## src/rtl/decode_pkg.sv

```systemverilog
`default_nettype none

package decode_pkg;

  localparam int BUNDLE_WIDTH = 64;
  localparam int SLOT_WIDTH = 32;
  localparam logic [31:0] INIT_PC = 32'hFFFFFFFF;

  typedef enum logic [2:0] {
    UNIT_NONE   = 3'd0,
    UNIT_ALU    = 3'd1,
    UNIT_BRANCH = 3'd2,
    UNIT_LOAD   = 3'd3,
    UNIT_STORE  = 3'd4,
    UNIT_SYSTEM = 3'd5
  } unit_e;

  // one decoded slot
  typedef struct packed {
    logic [31:0] pc;
    logic [4:0] rd;
    logic [4:0] rs1;
    logic [4:0] rs2;
    logic [31:0] imm;
    unit_e unit;
    logic [2:0] funct3;
    logic wren;
    logic rden1;
    logic rden2;
    logic valid;
    logic exception;
  } decoded_instr_t;

  typedef struct packed {
    decoded_instr_t slot0;
    decoded_instr_t slot1;
    logic pred_taken;
    logic [31:0] pred_target;
  } decode_pair_t;

  // ****************************************
  // cleared values
  // ****************************************
  localparam decoded_instr_t init_instruction = '{
    pc: INIT_PC,
    rd: 5'd0,
    rs1: 5'd0,
    rs2: 5'd0,
    imm: 32'd0,
    unit: UNIT_NONE,
    funct3: 3'd0,
    wren: 1'b0,
    rden1: 1'b0,
    rden2: 1'b0,
    valid: 1'b0,
    exception: 1'b0
  };

  localparam decode_pair_t init_pair = '{
    slot0: init_instruction,
    slot1: init_instruction,
    pred_taken: 1'b0,
    pred_target: 32'd0
  };

endpackage

`default_nettype wire

```

## src/rtl/rv_isa_pkg.sv

```systemverilog
`default_nettype none

package rv_isa_pkg;

  // ****************************************
  // major opcodes
  // ****************************************
  typedef enum logic [6:0] {
    LUI      = 7'b0110111,
    AUIPC    = 7'b0010111,
    JAL      = 7'b1101111,
    JALR     = 7'b1100111,
    BRANCH   = 7'b1100011,
    LOAD     = 7'b0000011,
    STORE    = 7'b0100011,
    OP_IMM   = 7'b0010011,
    OP       = 7'b0110011,
    MISC_MEM = 7'b0001111,
    SYSTEM   = 7'b1110011
  } rv_opcode_e;

  // branch conditions
  localparam logic [2:0] F3_BEQ = 3'b000;
  localparam logic [2:0] F3_BNE = 3'b001;
  localparam logic [2:0] F3_BLT = 3'b100;
  localparam logic [2:0] F3_BGE = 3'b101;
  localparam logic [2:0] F3_BLTU = 3'b110;
  localparam logic [2:0] F3_BGEU = 3'b111;

  // load and store widths
  localparam logic [2:0] F3_LB = 3'b000;
  localparam logic [2:0] F3_LH = 3'b001;
  localparam logic [2:0] F3_LW = 3'b010;
  localparam logic [2:0] F3_LBU = 3'b100;
  localparam logic [2:0] F3_LHU = 3'b101;
  localparam logic [2:0] F3_SB = 3'b000;
  localparam logic [2:0] F3_SH = 3'b001;
  localparam logic [2:0] F3_SW = 3'b010;

  // alu codes that constrain funct7
  localparam logic [2:0] F3_ADD_SUB = 3'b000;
  localparam logic [2:0] F3_SLL = 3'b001;
  localparam logic [2:0] F3_SRL_SRA = 3'b101;
  localparam logic [6:0] F7_BASE = 7'b0000000;
  localparam logic [6:0] F7_ALT = 7'b0100000;

  localparam logic [2:0] F3_FENCE = 3'b000;
  localparam logic [2:0] F3_FENCE_I = 3'b001;
  localparam logic [31:0] ECALL_WORD = 32'h00000073;
  localparam logic [31:0] EBREAK_WORD = 32'h00100073;

  // ****************************************
  // instruction formats
  // ****************************************
  typedef struct packed {
    logic [6:0] funct7;
    logic [4:0] rs2;
    logic [4:0] rs1;
    logic [2:0] funct3;
    logic [4:0] rd;
    logic [6:0] opcode;
  } r_type_t;

  typedef struct packed {
    logic [11:0] imm_11_0;
    logic [4:0] rs1;
    logic [2:0] funct3;
    logic [4:0] rd;
    logic [6:0] opcode;
  } i_type_t;

  typedef struct packed {
    logic [6:0] imm_11_5;
    logic [4:0] rs2;
    logic [4:0] rs1;
    logic [2:0] funct3;
    logic [4:0] imm_4_0;
    logic [6:0] opcode;
  } s_type_t;

  typedef struct packed {
    logic imm_12;
    logic [5:0] imm_10_5;
    logic [4:0] rs2;
    logic [4:0] rs1;
    logic [2:0] funct3;
    logic [3:0] imm_4_1;
    logic imm_11;
    logic [6:0] opcode;
  } b_type_t;

  typedef struct packed {
    logic [19:0] imm_31_12;
    logic [4:0] rd;
    logic [6:0] opcode;
  } u_type_t;

  typedef struct packed {
    logic imm_20;
    logic [9:0] imm_10_1;
    logic imm_11;
    logic [7:0] imm_19_12;
    logic [4:0] rd;
    logic [6:0] opcode;
  } j_type_t;

  typedef union packed {
    r_type_t r_type;
    i_type_t i_type;
    s_type_t s_type;
    b_type_t b_type;
    u_type_t u_type;
    j_type_t j_type;
  } rv_instr_u;

endpackage

`default_nettype wire
```

## src/rtl/bundle_if.sv

```systemverilog
`timescale 1ns/1ps
`default_nettype none

interface bundle_if;

  logic valid;
  logic ready;
  logic [31:0] pc;
  logic [decode_pkg::BUNDLE_WIDTH-1:0] data;
  logic pred_taken;
  logic [31:0] pred_target;
  decode_pkg::decode_pair_t pair;

  // fetch channel as the stage sees it
  modport fetch_side (
    input valid,
    input pc,
    input data,
    input pred_taken,
    input pred_target,
    output ready
  );

  // decoded pair leaving the stage
  modport decode_side (
    output valid,
    output pair,
    input ready
  );

endinterface

`default_nettype wire

```

## src/rtl/dual_decode.sv

```systemverilog
`timescale 1ns/1ps
`default_nettype none

module dual_decode #(
  parameter int FLUSH_CYCLES = 3
) (
  input logic clock,
  input logic reset,
  input logic fetch_valid,
  output logic fetch_ready,
  input logic [31:0] fetch_pc,
  input logic [decode_pkg::BUNDLE_WIDTH-1:0] fetch_data,
  input logic fetch_pred_taken,
  input logic [31:0] fetch_pred_target,
  input logic redirect,
  input logic halt,
  output logic out_valid,
  input logic out_ready,
  output decode_pkg::decode_pair_t out_pair
);

  logic accept_en;
  logic drop;
  logic clear;
  logic timer_start;
  logic timer_done;

  bundle_if fetch_if ();
  bundle_if out_if ();

  // ****************************************
  // plain ports onto the channels
  // ****************************************
  assign fetch_if.valid = fetch_valid;
  assign fetch_if.pc = fetch_pc;
  assign fetch_if.data = fetch_data;
  assign fetch_if.pred_taken = fetch_pred_taken;
  assign fetch_if.pred_target = fetch_pred_target;
  assign fetch_ready = fetch_if.ready;

  assign out_if.ready = out_ready;
  assign out_valid = out_if.valid;
  assign out_pair = out_if.pair;

  decode_stage decode_stage_inst (
    .clock(clock),
    .reset(reset),
    .fetch(fetch_if.fetch_side),
    .out(out_if.decode_side),
    .accept_en(accept_en),
    .drop(drop),
    .clear(clear)
  );

  decode_control decode_control_inst (
    .clock(clock),
    .reset(reset),
    .redirect(redirect),
    .halt(halt),
    .timer_done(timer_done),
    .accept_en(accept_en),
    .drop(drop),
    .clear(clear),
    .timer_start(timer_start)
  );

  flush_timer #(
    .FLUSH_CYCLES(FLUSH_CYCLES)
  ) flush_timer_inst (
    .clock(clock),
    .reset(reset),
    .start(timer_start),
    .done(timer_done)
  );

endmodule

`default_nettype wire

```

## src/rtl/decode_stage.sv

```systemverilog
`timescale 1ns/1ps
`default_nettype none

module decode_stage (
  input logic clock,
  input logic reset,
  bundle_if.fetch_side fetch,
  bundle_if.decode_side out,
  input logic accept_en,
  input logic drop,
  input logic clear
);

  localparam int SW = decode_pkg::SLOT_WIDTH;

  rv_isa_pkg::rv_instr_u instr_lo;
  rv_isa_pkg::rv_instr_u instr_hi;
  logic [31:0] pc_hi;
  decode_pkg::decoded_instr_t slot0;
  decode_pkg::decoded_instr_t slot1;
  decode_pkg::decode_pair_t pair_next;
  decode_pkg::decode_pair_t pair_r;
  logic valid_r;
  logic room;
  logic load;

  // ****************************************
  // bundle split and decode
  // ****************************************
  assign instr_lo = fetch.data[SW-1:0];
  assign instr_hi = fetch.data[decode_pkg::BUNDLE_WIDTH-1:SW];
  assign pc_hi = fetch.pc + 32'd4;

  instr_decoder slot0_decoder (
    .instr(instr_lo),
    .pc(fetch.pc),
    .slot(slot0)
  );

  instr_decoder slot1_decoder (
    .instr(instr_hi),
    .pc(pc_hi),
    .slot(slot1)
  );

  always_comb begin
    pair_next.slot0 = slot0;
    pair_next.slot1 = slot1;
    pair_next.pred_taken = fetch.pred_taken;
    pair_next.pred_target = fetch.pred_target;
  end

  // ****************************************
  // handshake and output register
  // ****************************************
  // register is free when empty or being drained this cycle
  assign room = !valid_r || out.ready;

  // during a flush every offered bundle is swallowed
  assign fetch.ready = drop || (accept_en && room);
  assign load = fetch.valid && accept_en && room;

  always_ff @(posedge clock) begin
    if (reset == 1'b0) begin
      valid_r <= 1'b0;
    end else if (clear == 1'b1) begin
      valid_r <= 1'b0;
    end else if (load == 1'b1) begin
      valid_r <= 1'b1;
    end else if (out.ready == 1'b1) begin
      valid_r <= 1'b0;
    end
  end

  always_ff @(posedge clock) begin
    if (clear == 1'b1) begin
      pair_r <= decode_pkg::init_pair;
    end else if (load == 1'b1) begin
      pair_r <= pair_next;
    end
  end

  assign out.valid = valid_r;
  assign out.pair = pair_r;

endmodule

`default_nettype wire

```

## src/rtl/decode_control.sv

```systemverilog
`timescale 1ns/1ps
`default_nettype none

module decode_control (
  input logic clock,
  input logic reset,
  input logic redirect,
  input logic halt,
  input logic timer_done,
  output logic accept_en,
  output logic drop,
  output logic clear,
  output logic timer_start
);

  typedef enum logic [1:0] {
    RESET_WAIT,
    RUN,
    FLUSH,
    HALTED
  } state_e;

  state_e state;
  state_e state_next;

  always_comb begin
    state_next = state;
    case (state)
      RESET_WAIT: state_next = RUN;
      RUN: begin
        if (halt == 1'b1) begin
          state_next = HALTED;
        end
      end
      FLUSH: begin
        if (timer_done == 1'b1) begin
          state_next = halt ? HALTED : RUN;
        end
      end
      HALTED: begin
        if (halt == 1'b0) begin
          state_next = RUN;
        end
      end
      default: state_next = RESET_WAIT;
    endcase
    // redirect wins over halt and restarts a flush already running
    if (redirect == 1'b1) begin
      state_next = FLUSH;
    end
  end

  always_ff @(posedge clock) begin
    if (reset == 1'b0) begin
      state <= RESET_WAIT;
    end else begin
      state <= state_next;
    end
  end

  assign accept_en = (state == RUN);
  assign drop = (state == FLUSH);
  assign clear = redirect;
  assign timer_start = redirect;

endmodule

`default_nettype wire

```

## src/rtl/flush_timer.sv

```systemverilog
`timescale 1ns/1ps
`default_nettype none

module flush_timer #(
  parameter int FLUSH_CYCLES = 3
) (
  input logic clock,
  input logic reset,
  input logic start,
  output logic done
);

  logic [3:0] count;

  // loaded one short so done is seen in the last flush cycle
  always_ff @(posedge clock) begin
    if (reset == 1'b0) begin
      count <= 4'd0;
    end else if (start == 1'b1) begin
      count <= 4'(FLUSH_CYCLES - 1);
    end else if (count != 4'd0) begin
      count <= count - 4'd1;
    end
  end

  assign done = (count == 4'd0);

endmodule

`default_nettype wire

```

## src/rtl/instr_decoder.sv

```systemverilog
`timescale 1ns/1ps
`default_nettype none

module instr_decoder (
  input rv_isa_pkg::rv_instr_u instr,
  input logic [31:0] pc,
  output decode_pkg::decoded_instr_t slot
);

  logic illegal;
  logic [2:0] funct3;
  logic [6:0] funct7;
  logic [31:0] imm_i;
  logic [31:0] imm_s;
  logic [31:0] imm_b;
  logic [31:0] imm_u;
  logic [31:0] imm_j;

  assign funct3 = instr.r_type.funct3;
  assign funct7 = instr.r_type.funct7;

  // ****************************************
  // immediates, one per format
  // ****************************************
  assign imm_i = {{20{instr.i_type.imm_11_0[11]}}, instr.i_type.imm_11_0};
  assign imm_s = {{20{instr.s_type.imm_11_5[6]}}, instr.s_type.imm_11_5,
                  instr.s_type.imm_4_0};
  assign imm_b = {{19{instr.b_type.imm_12}}, instr.b_type.imm_12, instr.b_type.imm_11,
                  instr.b_type.imm_10_5, instr.b_type.imm_4_1, 1'b0};
  assign imm_u = {instr.u_type.imm_31_12, 12'd0};
  assign imm_j = {{11{instr.j_type.imm_20}}, instr.j_type.imm_20, instr.j_type.imm_19_12,
                  instr.j_type.imm_11, instr.j_type.imm_10_1, 1'b0};

  always_comb begin
    slot = decode_pkg::init_instruction;
    slot.pc = pc;
    slot.rd = instr.r_type.rd;
    slot.rs1 = instr.r_type.rs1;
    slot.rs2 = instr.r_type.rs2;
    slot.funct3 = funct3;
    illegal = 1'b0;

    case (instr.r_type.opcode)
      rv_isa_pkg::LUI, rv_isa_pkg::AUIPC: begin
        slot.imm = imm_u;
        slot.unit = decode_pkg::UNIT_ALU;
        slot.wren = 1'b1;
      end
      rv_isa_pkg::JAL: begin
        slot.imm = imm_j;
        slot.unit = decode_pkg::UNIT_BRANCH;
        slot.wren = 1'b1;
      end
      rv_isa_pkg::JALR: begin
        slot.imm = imm_i;
        slot.unit = decode_pkg::UNIT_BRANCH;
        slot.wren = 1'b1;
        slot.rden1 = 1'b1;
        illegal = (funct3 != 3'b000);
      end
      rv_isa_pkg::BRANCH: begin
        slot.imm = imm_b;
        slot.unit = decode_pkg::UNIT_BRANCH;
        slot.rden1 = 1'b1;
        slot.rden2 = 1'b1;
        illegal = !(funct3 inside {rv_isa_pkg::F3_BEQ, rv_isa_pkg::F3_BNE,
                                   rv_isa_pkg::F3_BLT, rv_isa_pkg::F3_BGE,
                                   rv_isa_pkg::F3_BLTU, rv_isa_pkg::F3_BGEU});
      end
      rv_isa_pkg::LOAD: begin
        slot.imm = imm_i;
        slot.unit = decode_pkg::UNIT_LOAD;
        slot.wren = 1'b1;
        slot.rden1 = 1'b1;
        illegal = !(funct3 inside {rv_isa_pkg::F3_LB, rv_isa_pkg::F3_LH, rv_isa_pkg::F3_LW,
                                   rv_isa_pkg::F3_LBU, rv_isa_pkg::F3_LHU});
      end
      rv_isa_pkg::STORE: begin
        slot.imm = imm_s;
        slot.unit = decode_pkg::UNIT_STORE;
        slot.rden1 = 1'b1;
        slot.rden2 = 1'b1;
        illegal = !(funct3 inside {rv_isa_pkg::F3_SB, rv_isa_pkg::F3_SH, rv_isa_pkg::F3_SW});
      end
      rv_isa_pkg::OP_IMM: begin
        slot.imm = imm_i;
        slot.unit = decode_pkg::UNIT_ALU;
        slot.wren = 1'b1;
        slot.rden1 = 1'b1;
        // shift amounts borrow the upper immediate bits as funct7
        if (funct3 == rv_isa_pkg::F3_SLL) begin
          illegal = (funct7 != rv_isa_pkg::F7_BASE);
        end else if (funct3 == rv_isa_pkg::F3_SRL_SRA) begin
          illegal = !(funct7 inside {rv_isa_pkg::F7_BASE, rv_isa_pkg::F7_ALT});
        end
      end
      rv_isa_pkg::OP: begin
        slot.unit = decode_pkg::UNIT_ALU;
        slot.wren = 1'b1;
        slot.rden1 = 1'b1;
        slot.rden2 = 1'b1;
        if (funct7 == rv_isa_pkg::F7_ALT) begin
          illegal = !(funct3 inside {rv_isa_pkg::F3_ADD_SUB, rv_isa_pkg::F3_SRL_SRA});
        end else begin
          illegal = (funct7 != rv_isa_pkg::F7_BASE);
        end
      end
      rv_isa_pkg::MISC_MEM: begin
        slot.imm = imm_i;
        slot.unit = decode_pkg::UNIT_SYSTEM;
        illegal = !(funct3 inside {rv_isa_pkg::F3_FENCE, rv_isa_pkg::F3_FENCE_I});
      end
      rv_isa_pkg::SYSTEM: begin
        slot.imm = imm_i;
        slot.unit = decode_pkg::UNIT_SYSTEM;
        illegal = (instr != rv_isa_pkg::ECALL_WORD) && (instr != rv_isa_pkg::EBREAK_WORD);
      end
      default: begin
        illegal = 1'b1;
      end
    endcase

    // an illegal slot must not touch the register file
    if (illegal == 1'b1) begin
      slot.unit = decode_pkg::UNIT_NONE;
      slot.wren = 1'b0;
      slot.rden1 = 1'b0;
      slot.rden2 = 1'b0;
    end
    slot.exception = illegal;
    slot.valid = !illegal;
  end

endmodule

`default_nettype wire

```

## config.mk

```make
export PLATFORM = sky130hd
export DESIGN_NAME = dual_decode
export DESIGN_NICKNAME = d
export VERILOG_FILES = /design/src/rtl/decode_pkg.sv /design/src/rtl/rv_isa_pkg.sv /design/src/rtl/bundle_if.sv /design/src/rtl/dual_decode.sv /design/src/rtl/decode_stage.sv /design/src/rtl/decode_control.sv /design/src/rtl/flush_timer.sv /design/src/rtl/instr_decoder.sv
export SDC_FILE = /design/constraint.sdc
export NUM_CORES = 1
export LEC_CHECK = 0
export ABC_AREA = 1
export BUFFER_PORTS_ARGS = -buffer_cell sky130_fd_sc_hd__buf_2
export CAP_MARGIN = 20
export CORE_MARGIN = 5
export CORE_UTILIZATION = 29
export DETAILED_ROUTE_END_ITERATION = 7
export SLEW_MARGIN = 20
export SYNTH_ARGS = -nofsm -noshare
export SYNTH_HDL_FRONTEND = slang
export SYNTH_SLANG_ARGS = --single-unit
```

## constraint.sdc

```tcl
create_clock -name clock -period 1.5 [get_ports clock]
set_input_delay 0.375 -clock clock [delete_from_list [all_inputs] [get_ports clock]]
set_output_delay 0.375 -clock clock [all_outputs]
set_load 0.02 [all_outputs]
```

---- Word-level counts from Yosys, hierarchy flattened ----
Index checks and enable logic that the tools add are counted.
cells by class
  mux-type cells .......................... 32
  add/subtract/negate cells ............... 2
  reduce and logical (&&, ||, !) cells .... 68
  equality and inequality tests ........... 49
  bitwise logic cells ..................... 1
operators by type and width
  cell                                             count
  one-hot mux 32 bit (5 select lines)              2
  != test 32 x 21 -> 1 bit, second input constant  2
  != test 32 x 7 -> 1 bit, second input constant   2
  == test 7 x 6 -> 1 bit, second input constant    8
  == test 7 bit, second input constant             8
  adder 32 x 3 -> 32 bit, second input constant    1
  one-hot mux 3 bit (5 select lines)               2
  == test 7 x 5 -> 1 bit, second input constant    4
  == test 3 bit, second input constant             8
  one-hot mux 1 bit (9 select lines)               2
  OR reduction 3 bit                               6
  nonzero test 2 bit                               8
  logical NOT 1 bit                                15
  == test 7 x 2 -> 1 bit, second input constant    2
  == test 7 x 4 -> 1 bit, second input constant    2
  logical NOT 7 bit                                2
  two-way mux 1 bit                                14
  two-way mux 2 bit                                7
  nonzero test 7 bit                               2
  OR reduction 7 bit                               2
  two-way mux 3 bit                                4
  nonzero test 3 bit                               4
  nonzero test 6 bit                               2
  OR reduction 6 bit                               2
  other kinds (22)                                 41
word-level totals
  register bits after elaboration ......... 220
  output and inout port bits .............. 215
  bits of input ports ..................... 135
  word-level logic and storage cells ...... 183

---- Longest topological paths before layout ----
Gate-level depths: netlist of the first run.
  word-level depth ........................ 7
  depth in mapped cells ................... 12

---- Modules after synthesis ----
Synthesis of the first run repeated with hierarchy kept, for this count alone.
second synthesis, totals
  cell total of the unflattened synthesis .. 1610
  area, all modules ....................... 11188.2 um2
modules (own cells, without submodules)
  module          cells each  seq. area each (um2)  area each (um2)  instances
  decode_stage    1101        4284.1                8160.3           1
  instr_decoder   228         0.0                   1336.3           2
  decode_control  29          40.0                  187.7            1
  flush_timer     24          80.1                  167.7            1

---- Worst setup path after synthesis of the first run ----
OpenSTA, ideal clock, no wires.
  path kind ............................... register to register
  from .................................... reg decode_control_inst.state[1]
  to ...................................... reg decode_stage_inst.pair_r, in the netlist decode_stage_inst.out.pair[189]
  cell stages (with the launch flop) ...... 10
  arrival time ............................ 1.509 ns
  path buffers ............................ 3
  period minus slack after synthesis ...... 1.647 ns
  library setup time ...................... 0.138 ns
  path slack .............................. -0.147 ns
  cells stage by stage .................... dfxtp_1 inv_1 ha_1 nand2_1 nor2_2 inv_1 buf_2 buf_2 buf_1 o211ai_1
on the way
  longest elaborated chain between the ends .. 3
ends and longest elaborated chain
  what                            RTL line              text
  from (decl)                     decode_control.sv:23  state_e state;
  from (signal assigned)          decode_control.sv:57  state <= state_next;
  == test 2 x 1 -> 1 bit          decode_control.sv:61  assign accept_en = (state == RUN);
  logical AND 1 bit (2 in a row)  decode_stage.sv:61    assign load = fetch.valid && accept_en && room;
  to (signal assigned)            decode_stage.sv:77    pair_r <= decode_pkg::init_pair;
  to (signal assigned)            decode_stage.sv:79    pair_r <= pair_next;
  to (decl)                       decode_stage.sv:22    decode_pkg::decode_pair_t pair_r;
Every way passes these cells.
A chain may end at the register's enable or synchronous reset.

---- Worst setup path after layout of the first run ----
  from .................................... reg decode_control_inst.state[0]
  to ...................................... out fetch_ready
on the way
  longest elaborated chain between the ends .. 3
  elaborated cells between the ends (all ways) .. 4
  classes of those cells .................. eq/ne (2); reduce/logical (2)
ends and longest elaborated chain
  what                    RTL line              text
  == test 2 x 1 -> 1 bit  decode_control.sv:61
  logical AND 1 bit       decode_stage.sv:60    assign fetch.ready = drop || (accept_en && room);
  logical OR 1 bit (*)    decode_stage.sv:60
  to (decl)               dual_decode.sv:10     output logic fetch_ready,
Mark *: on every way between the ends. The rest lies on a longest branch, timed or not.

==> metrics.md, run 1 <==
| Metric | Value |
|---|---|
| Worst-skew pair later-pin latency | `between 0.5 and 0.6 ns` |
| Clock share of power | `between 40% and 50%` |
| Post-synth top area cell | `dfxtp_1` |
| Syn_area_per_cell | `~7.0 um^2` |
| Startpoint Class | `flip-flop` |
| Net Switching | `between 4 and 5 mW` |
| Synth Flop Type | `dfxtp_1` |
| Die height | `between 150 and 200 um` |
| Worst path arrival time | `roughly 1.4 ns` |
| Drt drc | `0` |
| CP most frequent cell | `buf_6` |
| Number of synthesis warnings | `0` |
| WP data required | `1.12 ns` |
| Total Wirelength | `around 48 mm` |
| Clk root buf | `clkbuf_16` |
| Setup-failing EPs final | `roughly 220` |
| Routability congestion estimate | `just over 0.9` |
| Critical path's largest stage delay | `0.36 ns` |
| Final Net Count | `roughly 2,200` |
| Failing checks | `setup timing` |
| Initial antenna violation count | `2` |
| Die area | `roughly 38,000 um^2` |
| Post-DP HPWL | `29.4 mm` |
| Worst VDD drop | `around 0.9 mV` |
| Total Power | `15.6 mW` |
| Status | `finished, violations left` |
| IO buf count | `about 350` |
| I/O pin total | `350` |
| Core area | `34,400 um^2` |
| Async set-reset flop share out of synthesis | `0%` |
| CP max-delay cell | `dfxtp_2` |
| Flop pwr share | `39.3%` |
| Syn Std Cell Area | `around 10,000 um^2` |
| Filler instances | `just over 3,000` |
| EDFF count, synth | `0` |
| CP Capture Type | `output pin` |
| CP top delay family | `flip-flops` |
| GRT Resource Usage Total | `between 20% and 30%` |
| Vias in the first global route | `roughly 12,000` |
| Critical path class | `reg -> out` |
| CTS Buf Count | `26` |
| CP max FO | `2` |
| Largest net degree at the start of global routing | `64` |
| TritonCTS clock tree | `yes` |
| Ranking of synthesized cells by area | `dfxtp_1 (44%), nand2_1 (13%), nor2_1 (6.6%)` |
| Layout area overhead | `85.7%` |
| Cell-internal power | `roughly 11 mW` |
| Worst-Margin Slew | `approximately 0.47 ns` |
| Grt total ovfl | `0` |
| Mapped Cells | `about 1,400` |
| Layout Skew | `about 0.014 ns` |
| Seq/Total Area, Yosys | `43.5%` |
| Fmax | `~0.56 GHz` |
| Net count after synthesis | `1,565` |
| First-pass GRT wire length | `between 60 and 70 mm` |
| CTS Buffer Depth | `3` |
| Area occupied by multi-input gates | `around 6800 um^2` |
| Critical-path cell list | `buf_6, inv_4, ha_4, inv_2, nand2_4, buf_6` |
| WL per Instance | `19.3 um` |
| Max-Cap Viols | `0` |
| Comb pwr share | `18.8%` |
| DIE WIDTH | `just under 200 um` |
| RSZ-0062 raised after global routing | `yes` |
| Flip-flop and latch area | `around 4400 um^2` |
| Hold Path Class | `in -> reg` |
| Site Rows | `about 70` |
| Final TNS setup | `-27.53 ns` |
| Post-synth cell types | `40` |
| Crit share post-route | `118%` |
| Via/cell ratio | `~5` |
| Slew headroom | `about two thirds` |
| Synth top area share | `between 40% and 50%` |
| CP bufs+invs | `4` |
| Net Sw Frac | `between 20% and 30%` |
| Slew Viols, Final | `0` |
| Antenna-violating nets left | `0` |
| Pre-antenna DRT Iters | `5` |
| Layout cells sized above 1 | `a little under three fifths` |
| Htree depth | `1` |
| CTS Sinks | `between 200 and 250` |
| Hold Vio Cnt, Final | `0` |
| Min cycle time layout | `around 1.8 ns` |
| Total number of vias | `~12,000` |
| Final WS setup | `-0.276 ns` |
| LEAKAGE | `roughly 8.6 nW` |
| Initial Utilization | `29.2%` |
| Pwr dens | `roughly 840 nW/um^2` |
| FF+latch count, synth | `218` |
| Reg clk slew, reported paths | `about 0.06 ns` |
| DR iter-0 viols | `around 740` |
## area by class of cell
class                           instances  share of cell area (%)
Antenna cell                            1                  0.0134
Clock buffer                           38                    4.23
Clock inverter                          6                   0.490
Inverter                              102                    2.24
Multi-Input combinational cell       1027                    36.5
Sequential cell                       218                    23.6
Tap cell                              455                    3.06
Timing Repair Buffer                  640                    29.6
Timing Repair inverter                  3                   0.302
## path summary, 6_finish.rpt
kind              cells after the start                             from  slack (ns)                         endpoint
setup / recovery                      6     decode_control_inst.state[0]       -0.28                      fetch_ready
hold / removal                        3                      fetch_pc[1]        0.05   decode_stage_inst.out.pair[92]
setup reg to reg                     11     decode_control_inst.state[1]       -0.23   decode_stage_inst.out.pair[97]
hold reg to reg                       2  decode_stage_inst.out.pair[165]        0.46  decode_stage_inst.out.pair[165]
## routing by layer
layer	GRT usage, %	part of all wire, %	vias up
li1	-	-	5883
met4	8.46	4.4	2
met5	0	0.042	-
met3	5.26	8.6	130
met2	37.3	47	584
met1	29.0	40	5857
## flip-flops by register name, indices dropped and copies added (netlist names)
| register | cells |
|---|---|
| decode_control_inst.state | 2 |
| flush_timer_inst.count | 4 |
| decode_stage_inst.out.valid | 1 |
| decode_stage_inst.out.pair | 211 |
## cell usage in the layout, fill, tap and decap left out, types with 6 or more instances in the layout
cell       synthesis  final
a21oi_1          128     63
a21oi_2           11     74
buf_12             0     43
buf_16             0     34
buf_2             14    314
buf_4              5    216
buf_6              4     13
buf_8              1      9
clkbuf_16          0     36
clkbuf_8           0      7
dfxtp_1          218    193
dfxtp_2            0     24
inv_1             95     89
inv_2              7      9
nand2_1          351    213
nand2_2           23     79
nand2_4            5     87
nand3_1          119     75
nand3_2            5     44
nand4_1           19     19
nor2_1           177    121
nor2_2            11     20
nor2_4             3     50
nor3_1            18     15
nor3_2             3      6
o211ai_1          27     27
o21ai_0           88     22
o21ai_1            5     24
o21ai_2            1     47
xor2_1            12     12
## kinds of logic after synthesis
kind of cell             Yosys count  share of synthesized area [%]
flip-flops                       218                           43.5
XOR/XNOR                          12                           1.05
AND/OR/NAND/NOR                  742                           32.5
AO/OA/AOI/OAI                    269                           14.8
buffers and inverters            181                           7.55
adder cells (fa/ha/maj)            4                          0.499
## tightest hold or removal path, cell delays in order
cell	delay, ns
buf_2	0.08
nand2_2	0.04
nand3_1	0.05
## power groups by stage
stage | logic [mW] | registers, mW | clock network, mW
3_5_place_dp | 1.95 | 6.21 | 0
4_1_cts | 2.71 | 6.11 | 6.67
2_1_floorplan | 0.698 | 6.43 | 0
3_3_place_gp | 1.94 | 6.21 | 0
6_report | 2.94 | 6.14 | 6.55
5_1_grt | 3.11 | 6.16 | 6.91
## through the flow
step	util, %	setup slack, ns	area (um^2)	cells	hold slack, ns
2_1_floorplan	-	-0.0207	10100	1426	0.434
3_3_place_gp	39.9	-0.362	13700	2357	0.436
3_5_place_dp	39.9	-0.409	13700	2357	0.440
4_1_cts	51.1	-0.291	17600	2474	0.0146
5_1_grt	54.2	-0.340	18600	2490	0.0388
6_report	54.2	-0.276	18600	2490	0.0462
## cell usage after synthesis, types with 7 or more instances
library cell  number
clkbuf_1          53
o21ai_0           88
nor3_1            18
inv_1             95
nand2_2           23
dfxtp_1          218
nand4_1           19
nor2_1           177
nand3_1          119
o211ai_1          27
nor2_2            11
xor2_1            12
nand2_1          351
buf_2             14
a21oi_2           11
inv_2              7
a21oi_1          128
## what timing repair did
action,4_1_cts,5_1_grt
pin swaps,109,102
hold buffers,0,0
setup buffers,33,13
gates resized for setup,466,285
gates cloned,41,13
endpoints found under the setup margin,207,245
(Power assumes the default switching activity.)
==> inputs of run 2 (changes only) <==
--- a/config.mk
+++ b/config.mk
@@ -5,12 +5,13 @@
 export SDC_FILE = /design/constraint.sdc
 export NUM_CORES = 1
 export LEC_CHECK = 0
-export ABC_AREA = 1
+export ABC_AREA = 0
 export BUFFER_PORTS_ARGS = -buffer_cell sky130_fd_sc_hd__buf_2
 export CAP_MARGIN = 20
 export CORE_MARGIN = 5
-export CORE_UTILIZATION = 29
+export CORE_UTILIZATION = 44
 export DETAILED_ROUTE_END_ITERATION = 7
+export PLACE_DENSITY = 0.76
 export SLEW_MARGIN = 20
 export SYNTH_ARGS = -nofsm -noshare
 export SYNTH_HDL_FRONTEND = slang
==> metrics.md, run 2 <==
| Metric | Value |
|---|---|
| Status | `finished, violations left` |
| Failing checks | `setup timing` |
| Initial Utilization | `45.0% (+16 points)` |
| Pwr dens | `908 nW/um^2 (+8.3%)` |
| Placed Area | `12,800 um^2 (-7.0%)` |
| Largest net degree at the start of global routing | `72 (+13%)` |
| Hold Vio Cnt, Final | `0 (unchanged)` |
| Number of synthesis warnings | `0 (unchanged)` |
| Commonest non-fill, non-tap cell in the layout | `buf_2` |
| EDFF count, synth | `0 (unchanged)` |
| Final TNS setup | `-35.86 ns (-8.33 ns)` |
| DR iter-0 viols | `901 (+21%)` |
| Synth Flop Type | `dfxtp_1` |
| Syn_area_per_cell | `8.14 um^2 (+16%)` |
| Worst-Margin Slew | `1.22 ns (+0.746 ns)` |
| CTS Buffer Depth | `3 (unchanged)` |
| N_diodes | `0 (-1)` |
| Hold-fix buffers, CTS | `0 (unchanged)` |
| WP data required | `1.12 ns (about the same)` |
| Max reg flops | `211 (unchanged)` |
| Clock share of power | `42.7% (+0.8 points)` |
| RSZ-0062 raised after global routing | `yes` |
| Core area | `20,400 um^2 (-41%)` |
| Slew Viols, Final | `0 (unchanged)` |
| Die height | `155 um (-21%)` |
| Site Rows | `52 (-24%)` |
| Ranking of synthesized cells by area | `dfxtp_1 (47%), nand2_1 (12%), a21oi_1 (6.8%)` |
| Final hold slack | `0.0830 ns (+0.0367 ns)` |
| Via/cell ratio | `5.89 (+18%)` |
| Async set-reset flop share out of synthesis | `0% (unchanged)` |
| Comb pwr share | `17.8% (-1.0 points)` |
| Post-synthesis simple-gate area fraction | `25.2% (-7.4 points)` |
| Net Switching | `4.24 mW (-3.6%)` |
| Slew headroom | `18.7% (-50 points)` |
| WL per Instance | `23.5 um (+21%)` |
| Worst VDD drop | `0.850 mV (-3.7%)` |
| Mux share of post-synthesis cell area | `0.340% (+0.34 points)` |
| FF+latch count, synth | `218 (unchanged)` |
| Post-Layout Inst Area | `16,900 um^2 (-9.5%)` |
| Max-Cap Viols | `0 (unchanged)` |
| Net Sw Frac | `27.7% (-0.44 points)` |
| Initial antenna violation count | `3 (+1)` |
| Pre-antenna DRT Iters | `5 (unchanged)` |
| Post-synthesis adder-cell area fraction | `0.544% (+0.045 points)` |
| Htree depth | `1 (unchanged)` |
| I/O pin total | `350 (unchanged)` |
| Final Non-Filler Cells | `1,974 (-21%)` |
| Fmax | `0.547 GHz (-2.9%)` |
| Layout cells sized above 1 | `60.3% (+3.9 points)` |
| Min cycle time layout | `1.83 ns (+0.0536 ns)` |
| TritonCTS clock tree | `yes` |
| Total Wirelength | `46.4 mm (-3.7%)` |
| Cell-internal power | `11.1 mW (-1.4%)` |
| Critical-path cell list | `inv_2, ha_4, buf_6, a21o_1, buf_6` |
| GRT Resource Usage Total | `31.9% (+9.2 points)` |
| Post-DP HPWL | `25.2 mm (-14%)` |
| Hold Path Class | `in -> reg` |
| Synth Area in Compound Gates | `19.7% (+4.8 points)` |
| Critical path class | `reg -> out` |
| Startpoint Class | `flip-flop` |
| Setup-failing EPs final | `220 (+0.46%)` |
| Placed insts | `1,864 (-21%)` |
| IO buf count | `349 (unchanged)` |
| Mapped Cells | `1,130 (-21%)` |
| Flop pwr share | `39.5% (+0.2 points)` |
| Main combinational cell family by area after synthesis | `simple AND/OR/NAND/NOR gates` |
| DIE WIDTH | `155 um (-21%)` |
| First-pass GRT wire length | `61.8 mm (-12%)` |
| Cells on worst reg2reg path | `11 (unchanged)` |
| Syn Std Cell Area | `9190 um^2 (-8.3%)` |
| Routability congestion estimate | `0.928 (about the same)` |
| Synth cell count leaders | `nand2_1 (282), dfxtp_1 (218), a21oi_1 (125)` |
| Synth top area share | `47.5% (+4.0 points)` |
| Top-count cell post-synth | `nand2_1` |
| CP max-delay cell | `dfxtp_2` |
| Critical path's largest stage delay | `0.33 ns (-0.03 ns)` |
| CP bufs+invs | `3 (-1)` |
| Drt drc | `0 (unchanged)` |
| CP most frequent cell | `buf_6` |
| Final Net Count | `1,825 (-15%)` |
| Post-synth cell types | `70 (+75%)` |
| Seq/Total Area, Yosys | `47.5% (+4.0 points)` |
| Reg clk slew, reported paths | `0.06 ns (about the same)` |
| Filler instances | `1,050 (-66%)` |
| Post-synth top area cell | `dfxtp_1` |
| Layout Skew | `0.0292 ns (+0.0155 ns)` |
| CP max FO | `2 (unchanged)` |
| Commonest cells after routing, fill and taps aside | `buf_2 (336), dfxtp_1 (209), buf_4 (183)` |
| CP Depth | `5 (-1)` |
| LEAKAGE | `7.92 nW (-7.6%)` |
| CTS Sinks | `218 (unchanged)` |
| Layout area overhead | `83.3%` |
| CP top delay family | `flip-flops` |
| Total number of vias | `11,620 (-6.7%)` |
| Antenna-violating nets left | `0 (unchanged)` |
| Clk root buf | `clkbuf_16` |
| Worst hold stages | `3 (unchanged)` |
| CP Capture Type | `output pin` |
| Crit share post-route | `122% (+3.6 points)` |
| CTS Buf Count | `24 (-7.7%)` |
| Vias in the first global route | `11,351 (-8.3%)` |
| XOR/XNOR Fraction of Synth Area | `2.67% (+1.6 points)` |
| Final core area utilization | `82.5% (+28 points)` |
| Die area | `23,900 um^2 (-38%)` |
| Grt total ovfl | `0 (unchanged)` |
| Final WS setup | `-0.329 ns (-0.0536 ns)` |
| Worst path arrival time | `1.45 ns (+0.05 ns)` |
| Worst-skew pair later-pin latency | `0.54 ns (about the same)` |
| Net count after synthesis | `1,269 (-19%)` |
## run 2: cell count changes in the layout (fill, tap and decap cells not counted), moves of 24 or more
cell | previous run | this run
nand2_4 | 87 | 112
buf_4 | 216 | 183
nor2_1 | 121 | 37
nand2_2 | 79 | 31
inv_1 | 89 | 9
a21oi_1 | 63 | 38
nand2_1 | 213 | 139
nor2_4 | 50 | 16
o21ai_2 | 47 | 14
nand3_1 | 75 | 18
a22o_1 | 0 | 24
## run 2: cell type report
class | instances | area (um^2) | share of cell area (%)
clock buffer | 30 | 653 | 3.88
clock inverter | 14 | 209 | 1.24
inverter | 11 | 41.3 | 0.245
multi-input combinational | 818 | 6490 | 38.5
sequential | 218 | 4380 | 26.0
tap | 270 | 338 | 2.00
timing repair buffer | 613 | 4750 | 28.2
## run 2: cells by family after synthesis
family	Yosys count
muxes	3
DFF	218
AOI/OAI and AO/OA	285
xor gates and xnor gates	28
buffers and inverters	94
adders and majority gates	4
and+or+nand+nor	498
## run 2: tightest hold or removal path: stages
cell and delay, ns:
buf_2 0.10, nand2_2 0.06, a21oi_2 0.04
## run 2: metrics by stage
step           setup slack, ns  power [mW]
3_3_place_gp            -0.782        7.94
5_1_grt                 -0.366        15.7
3_5_place_dp            -0.832        7.96
6_report                -0.329        15.3
4_1_cts                 -0.354        14.8
2_1_floorplan           -0.379        7.00
## run 2: power by group through the flow
stage	Combinational [mW]	Sequential (mW)	Clock [mW]
after CTS	2.30	6.02	6.48
final	2.72	6.05	6.54
after detailed placement	1.83	6.14	0
after global placement	1.80	6.13	0
after floorplan	0.697	6.31	0
after global routing	2.85	6.06	6.80
## run 2: worst paths after layout
kind	startpoint	to	slack [ns]
max	decode_control_inst.state[1]	fetch_ready	-0.33
min reg2reg	decode_stage_inst.out.pair[34]	decode_stage_inst.out.pair[34]	0.45
max reg2reg	decode_control_inst.state[1]	decode_stage_inst.out.pair[172]	-0.30
min	fetch_pred_target[0]	decode_stage_inst.out.pair[0]	0.08
## run 2: timing repair
| item | CTS | global route |
|---|---|---|
| hold endpoints to repair | 0 | 0 |
| cloned | 25 | 12 |
| setup endpoints to repair | 195 | 222 |
| buffers inserted | 20 | 27 |
| gates resized for setup | 279 | 332 |
| pin swaps | 102 | 129 |
## run 2: layer usage
layer / up-vias / GRT usage (%) / wire [um]
met2: 751 / 55.4 / 22600
li1: 5077 / - / -
met5: - / 0 / 21
met4: 4 / 18.5 / 3540
met1: 5538 / 35.7 / 16000
met3: 250 / 7.21 / 4160
==> inputs of run 3 (changes only) <==
==> constraint.sdc (replaced) <==
create_clock -name clock -period 1.5 [get_ports clock]
set_input_delay 0.15 -clock clock [delete_from_list [all_inputs] [get_ports clock]]
set_output_delay 0.15 -clock clock [all_outputs]
set_load 0.02 [all_outputs]
==> metrics.md, run 3 (synthesis gave the netlist of run 2 again) <==
| Metric | Value |
|---|---|
| CTS Buffer Depth | `3 (unchanged)` |
| Total number of vias | `11,912 (+2.5%)` |
| Total Power | `14.3 mW (-6.8%)` |
| First-pass GRT wire length | `58.1 mm (-5.9%)` |
| Layout area overhead | `73.2%` |
| Worst VDD drop | `0.926 mV (+9.0%)` |
| CP max FO | `5 (+3)` |
| Hold Path Class | `in -> reg` |
| Worst-skew pair later-pin latency | `0.52 ns (-0.02 ns)` |
| Antenna-violating nets left | `0 (unchanged)` |
| Hold Vio Cnt, Final | `0 (unchanged)` |
| Commonest cells after routing, fill and taps aside | `buf_2 (344), nand2_1 (259), dfxtp_1 (214)` |
| I/O pin total | `350 (unchanged)` |
| DIE WIDTH | `155 um (unchanged)` |
| GRT Resource Usage Total | `29.8% (-2.1 points)` |
| Layout cells sized above 1 | `44.9% (-15 points)` |
| Layout Skew | `0.0197 ns (-0.00951 ns)` |
| Routability congestion estimate | `0.930 (+0.22%)` |
| WL per Instance | `21.6 um (-8.2%)` |
| Initial Utilization | `45.0% (unchanged)` |
| Critical path class | `reg -> reg` |
| IO buf count | `349 (unchanged)` |
| Slew Viols, Final | `0 (unchanged)` |
| Area occupied by multi-input gates | `5130 um^2 (-21%)` |
| Via/cell ratio | `5.85 (-0.56%)` |
| Worst hold stages | `4 (+1)` |
| Pwr dens | `896 nW/um^2 (-1.4%)` |
| Status | `finished, violations left` |
| TritonCTS clock tree | `yes` |
| CP Capture Type | `flip-flop` |
| Max-Cap Viols | `0 (unchanged)` |
| Final Net Count | `1,886 (+3.3%)` |
| CTS Sinks | `218 (unchanged)` |
| Max reg flops | `211 (unchanged)` |
| Filler instances | `1,181 (+12%)` |
| Post-DP HPWL | `24.7 mm (-2.0%)` |
| Fmax | `0.579 GHz (+5.9%)` |
| Cells on worst reg2reg path | `10 (-1)` |
| Post-Place Worst Slack | `-0.415 ns (+0.417 ns)` |
| Site Rows | `52 (unchanged)` |
| Htree depth | `1 (unchanged)` |
| Startpoint Class | `flip-flop` |
| Core area | `20,400 um^2 (unchanged)` |
| Die height | `155 um (unchanged)` |
| Flip-flop and latch area | `4370 um^2 (-0.20%)` |
| Final WS setup | `-0.227 ns (+0.102 ns)` |
| Worst path arrival time | `2.12 ns (+0.67 ns)` |
| Crit share post-route | `115% (-6.8 points)` |
| Drt drc | `0 (unchanged)` |
| Worst-Margin Slew | `0.763 ns (-0.456 ns)` |
| WP data required | `1.89 ns (+0.77 ns)` |
| Die area | `23,900 um^2 (unchanged)` |
| Grt total ovfl | `0 (unchanged)` |
| Largest net degree at the start of global routing | `62 (-14%)` |
| Failing checks | `setup timing` |
| Clk root buf | `clkbuf_16` |
| RSZ-0062 raised after global routing | `yes` |
| Min cycle time layout | `1.73 ns (-0.102 ns)` |
| Reg clk slew, reported paths | `0.06 ns (about the same)` |
| Setup-failing EPs final | `195 (-11%)` |
| Pre-antenna DRT Iters | `6 (+1)` |
| CTS Buf Count | `23 (-4.2%)` |
| LEAKAGE | `7.13 nW (-10%)` |
| Slew headroom | `48.9% (+30 points)` |
| Commonest non-fill, non-tap cell in the layout | `buf_2` |
| Total Wirelength | `43.9 mm (-5.4%)` |
| DR iter-0 viols | `1,168 (+30%)` |
| Final TNS setup | `-18.18 ns (+17.68 ns)` |
| Initial antenna violation count | `3 (unchanged)` |
| Vias in the first global route | `11,153 (-1.7%)` |
## run 3: cell types whose count changed in the layout (fill, tap and decap cells not counted), sizes merged
| cell | change |
|---|---|
| diode | +2 |
| dlygate4sd3 | +79 |
| clkinv | -6 |
| clkinvlp | +2 |
| buf | -22 |
| inv | +1 |
| dlymetal6s4s | +2 |
| clkbuf | +7 |
| bufinv | -4 |
## run 3: per-layer routing
| layer | up-vias | global-route usage [%] | share of wire, % |
|---|---|---|---|
| met5 | - | 0 | 0 |
| met4 | 0 | 15.4 | 7.0 |
| met3 | 284 | 7.40 | 12 |
| met2 | 894 | 52.4 | 48 |
| met1 | 5534 | 33.3 | 33 |
| li1 | 5200 | - | - |
## run 3: area by class of cell
type                       count  area share, %
clock inverter                 7          0.448
clock buffer                  34           4.25
multi-input combinational    818           32.2
tap                          270           2.12
antenna                        2         0.0314
timing repair buffer         675           33.2
sequential                   218           27.4
inverter                      11          0.259
## run 3: stage by stage
| step | area, um^2 | utilization, % | instances | hold slack (ns) |
|---|---|---|---|---|
| 2_1_floorplan | 9370 | - | 1130 | 0.272 |
| 3_3_place_gp | 12600 | 61.8 | 1851 | 0.360 |
| 3_5_place_dp | 12600 | 61.8 | 1851 | 0.370 |
| 4_1_cts | 15000 | 73.3 | 1999 | 0.00520 |
| 5_1_grt | 15900 | 77.9 | 2035 | 0.0191 |
| 6_report | 15900 | 77.9 | 2035 | 0.0157 |
## run 3: worst max-delay path: stages (launching register included)
cell and delay (ns):
dfxtp_2 0.33, inv_2 0.06, ha_4 0.13, buf_4 0.13, and3_4 0.24, nor2_4 0.05, buf_12 0.13, buf_8 0.13
buf_16 0.13, a22oi_2 0.18, nand2b_1 0.09
## run 3: timing repair
item	in CTS	in global routing
endpoints found under the setup margin	131	194
cloned	11	20
hold endpoints to repair	99	0
resized for setup	100	123
hold buffers	81	0
buffers inserted	17	15
pin swaps	14	26
## run 3: power breakdown
| part | switching [mW] | internal [mW] |
|---|---|---|
| logic | 1.37 | 1.16 |
| clock network | 2.40 | 3.30 |
| registers | 0.0916 | 5.94 |
## run 3: path summary, 6_finish.rpt
kind / from / slack, ns / end
max: decode_control_inst.state[1] / -0.23 / decode_stage_inst.out.pair[147]
min reg2reg: decode_stage_inst.out.pair[159] / 0.45 / decode_stage_inst.out.pair[159]
min: fetch_data[8] / 0.02 / decode_stage_inst.out.pair[177]
max reg2reg: decode_control_inst.state[1] / -0.23 / decode_stage_inst.out.pair[147]
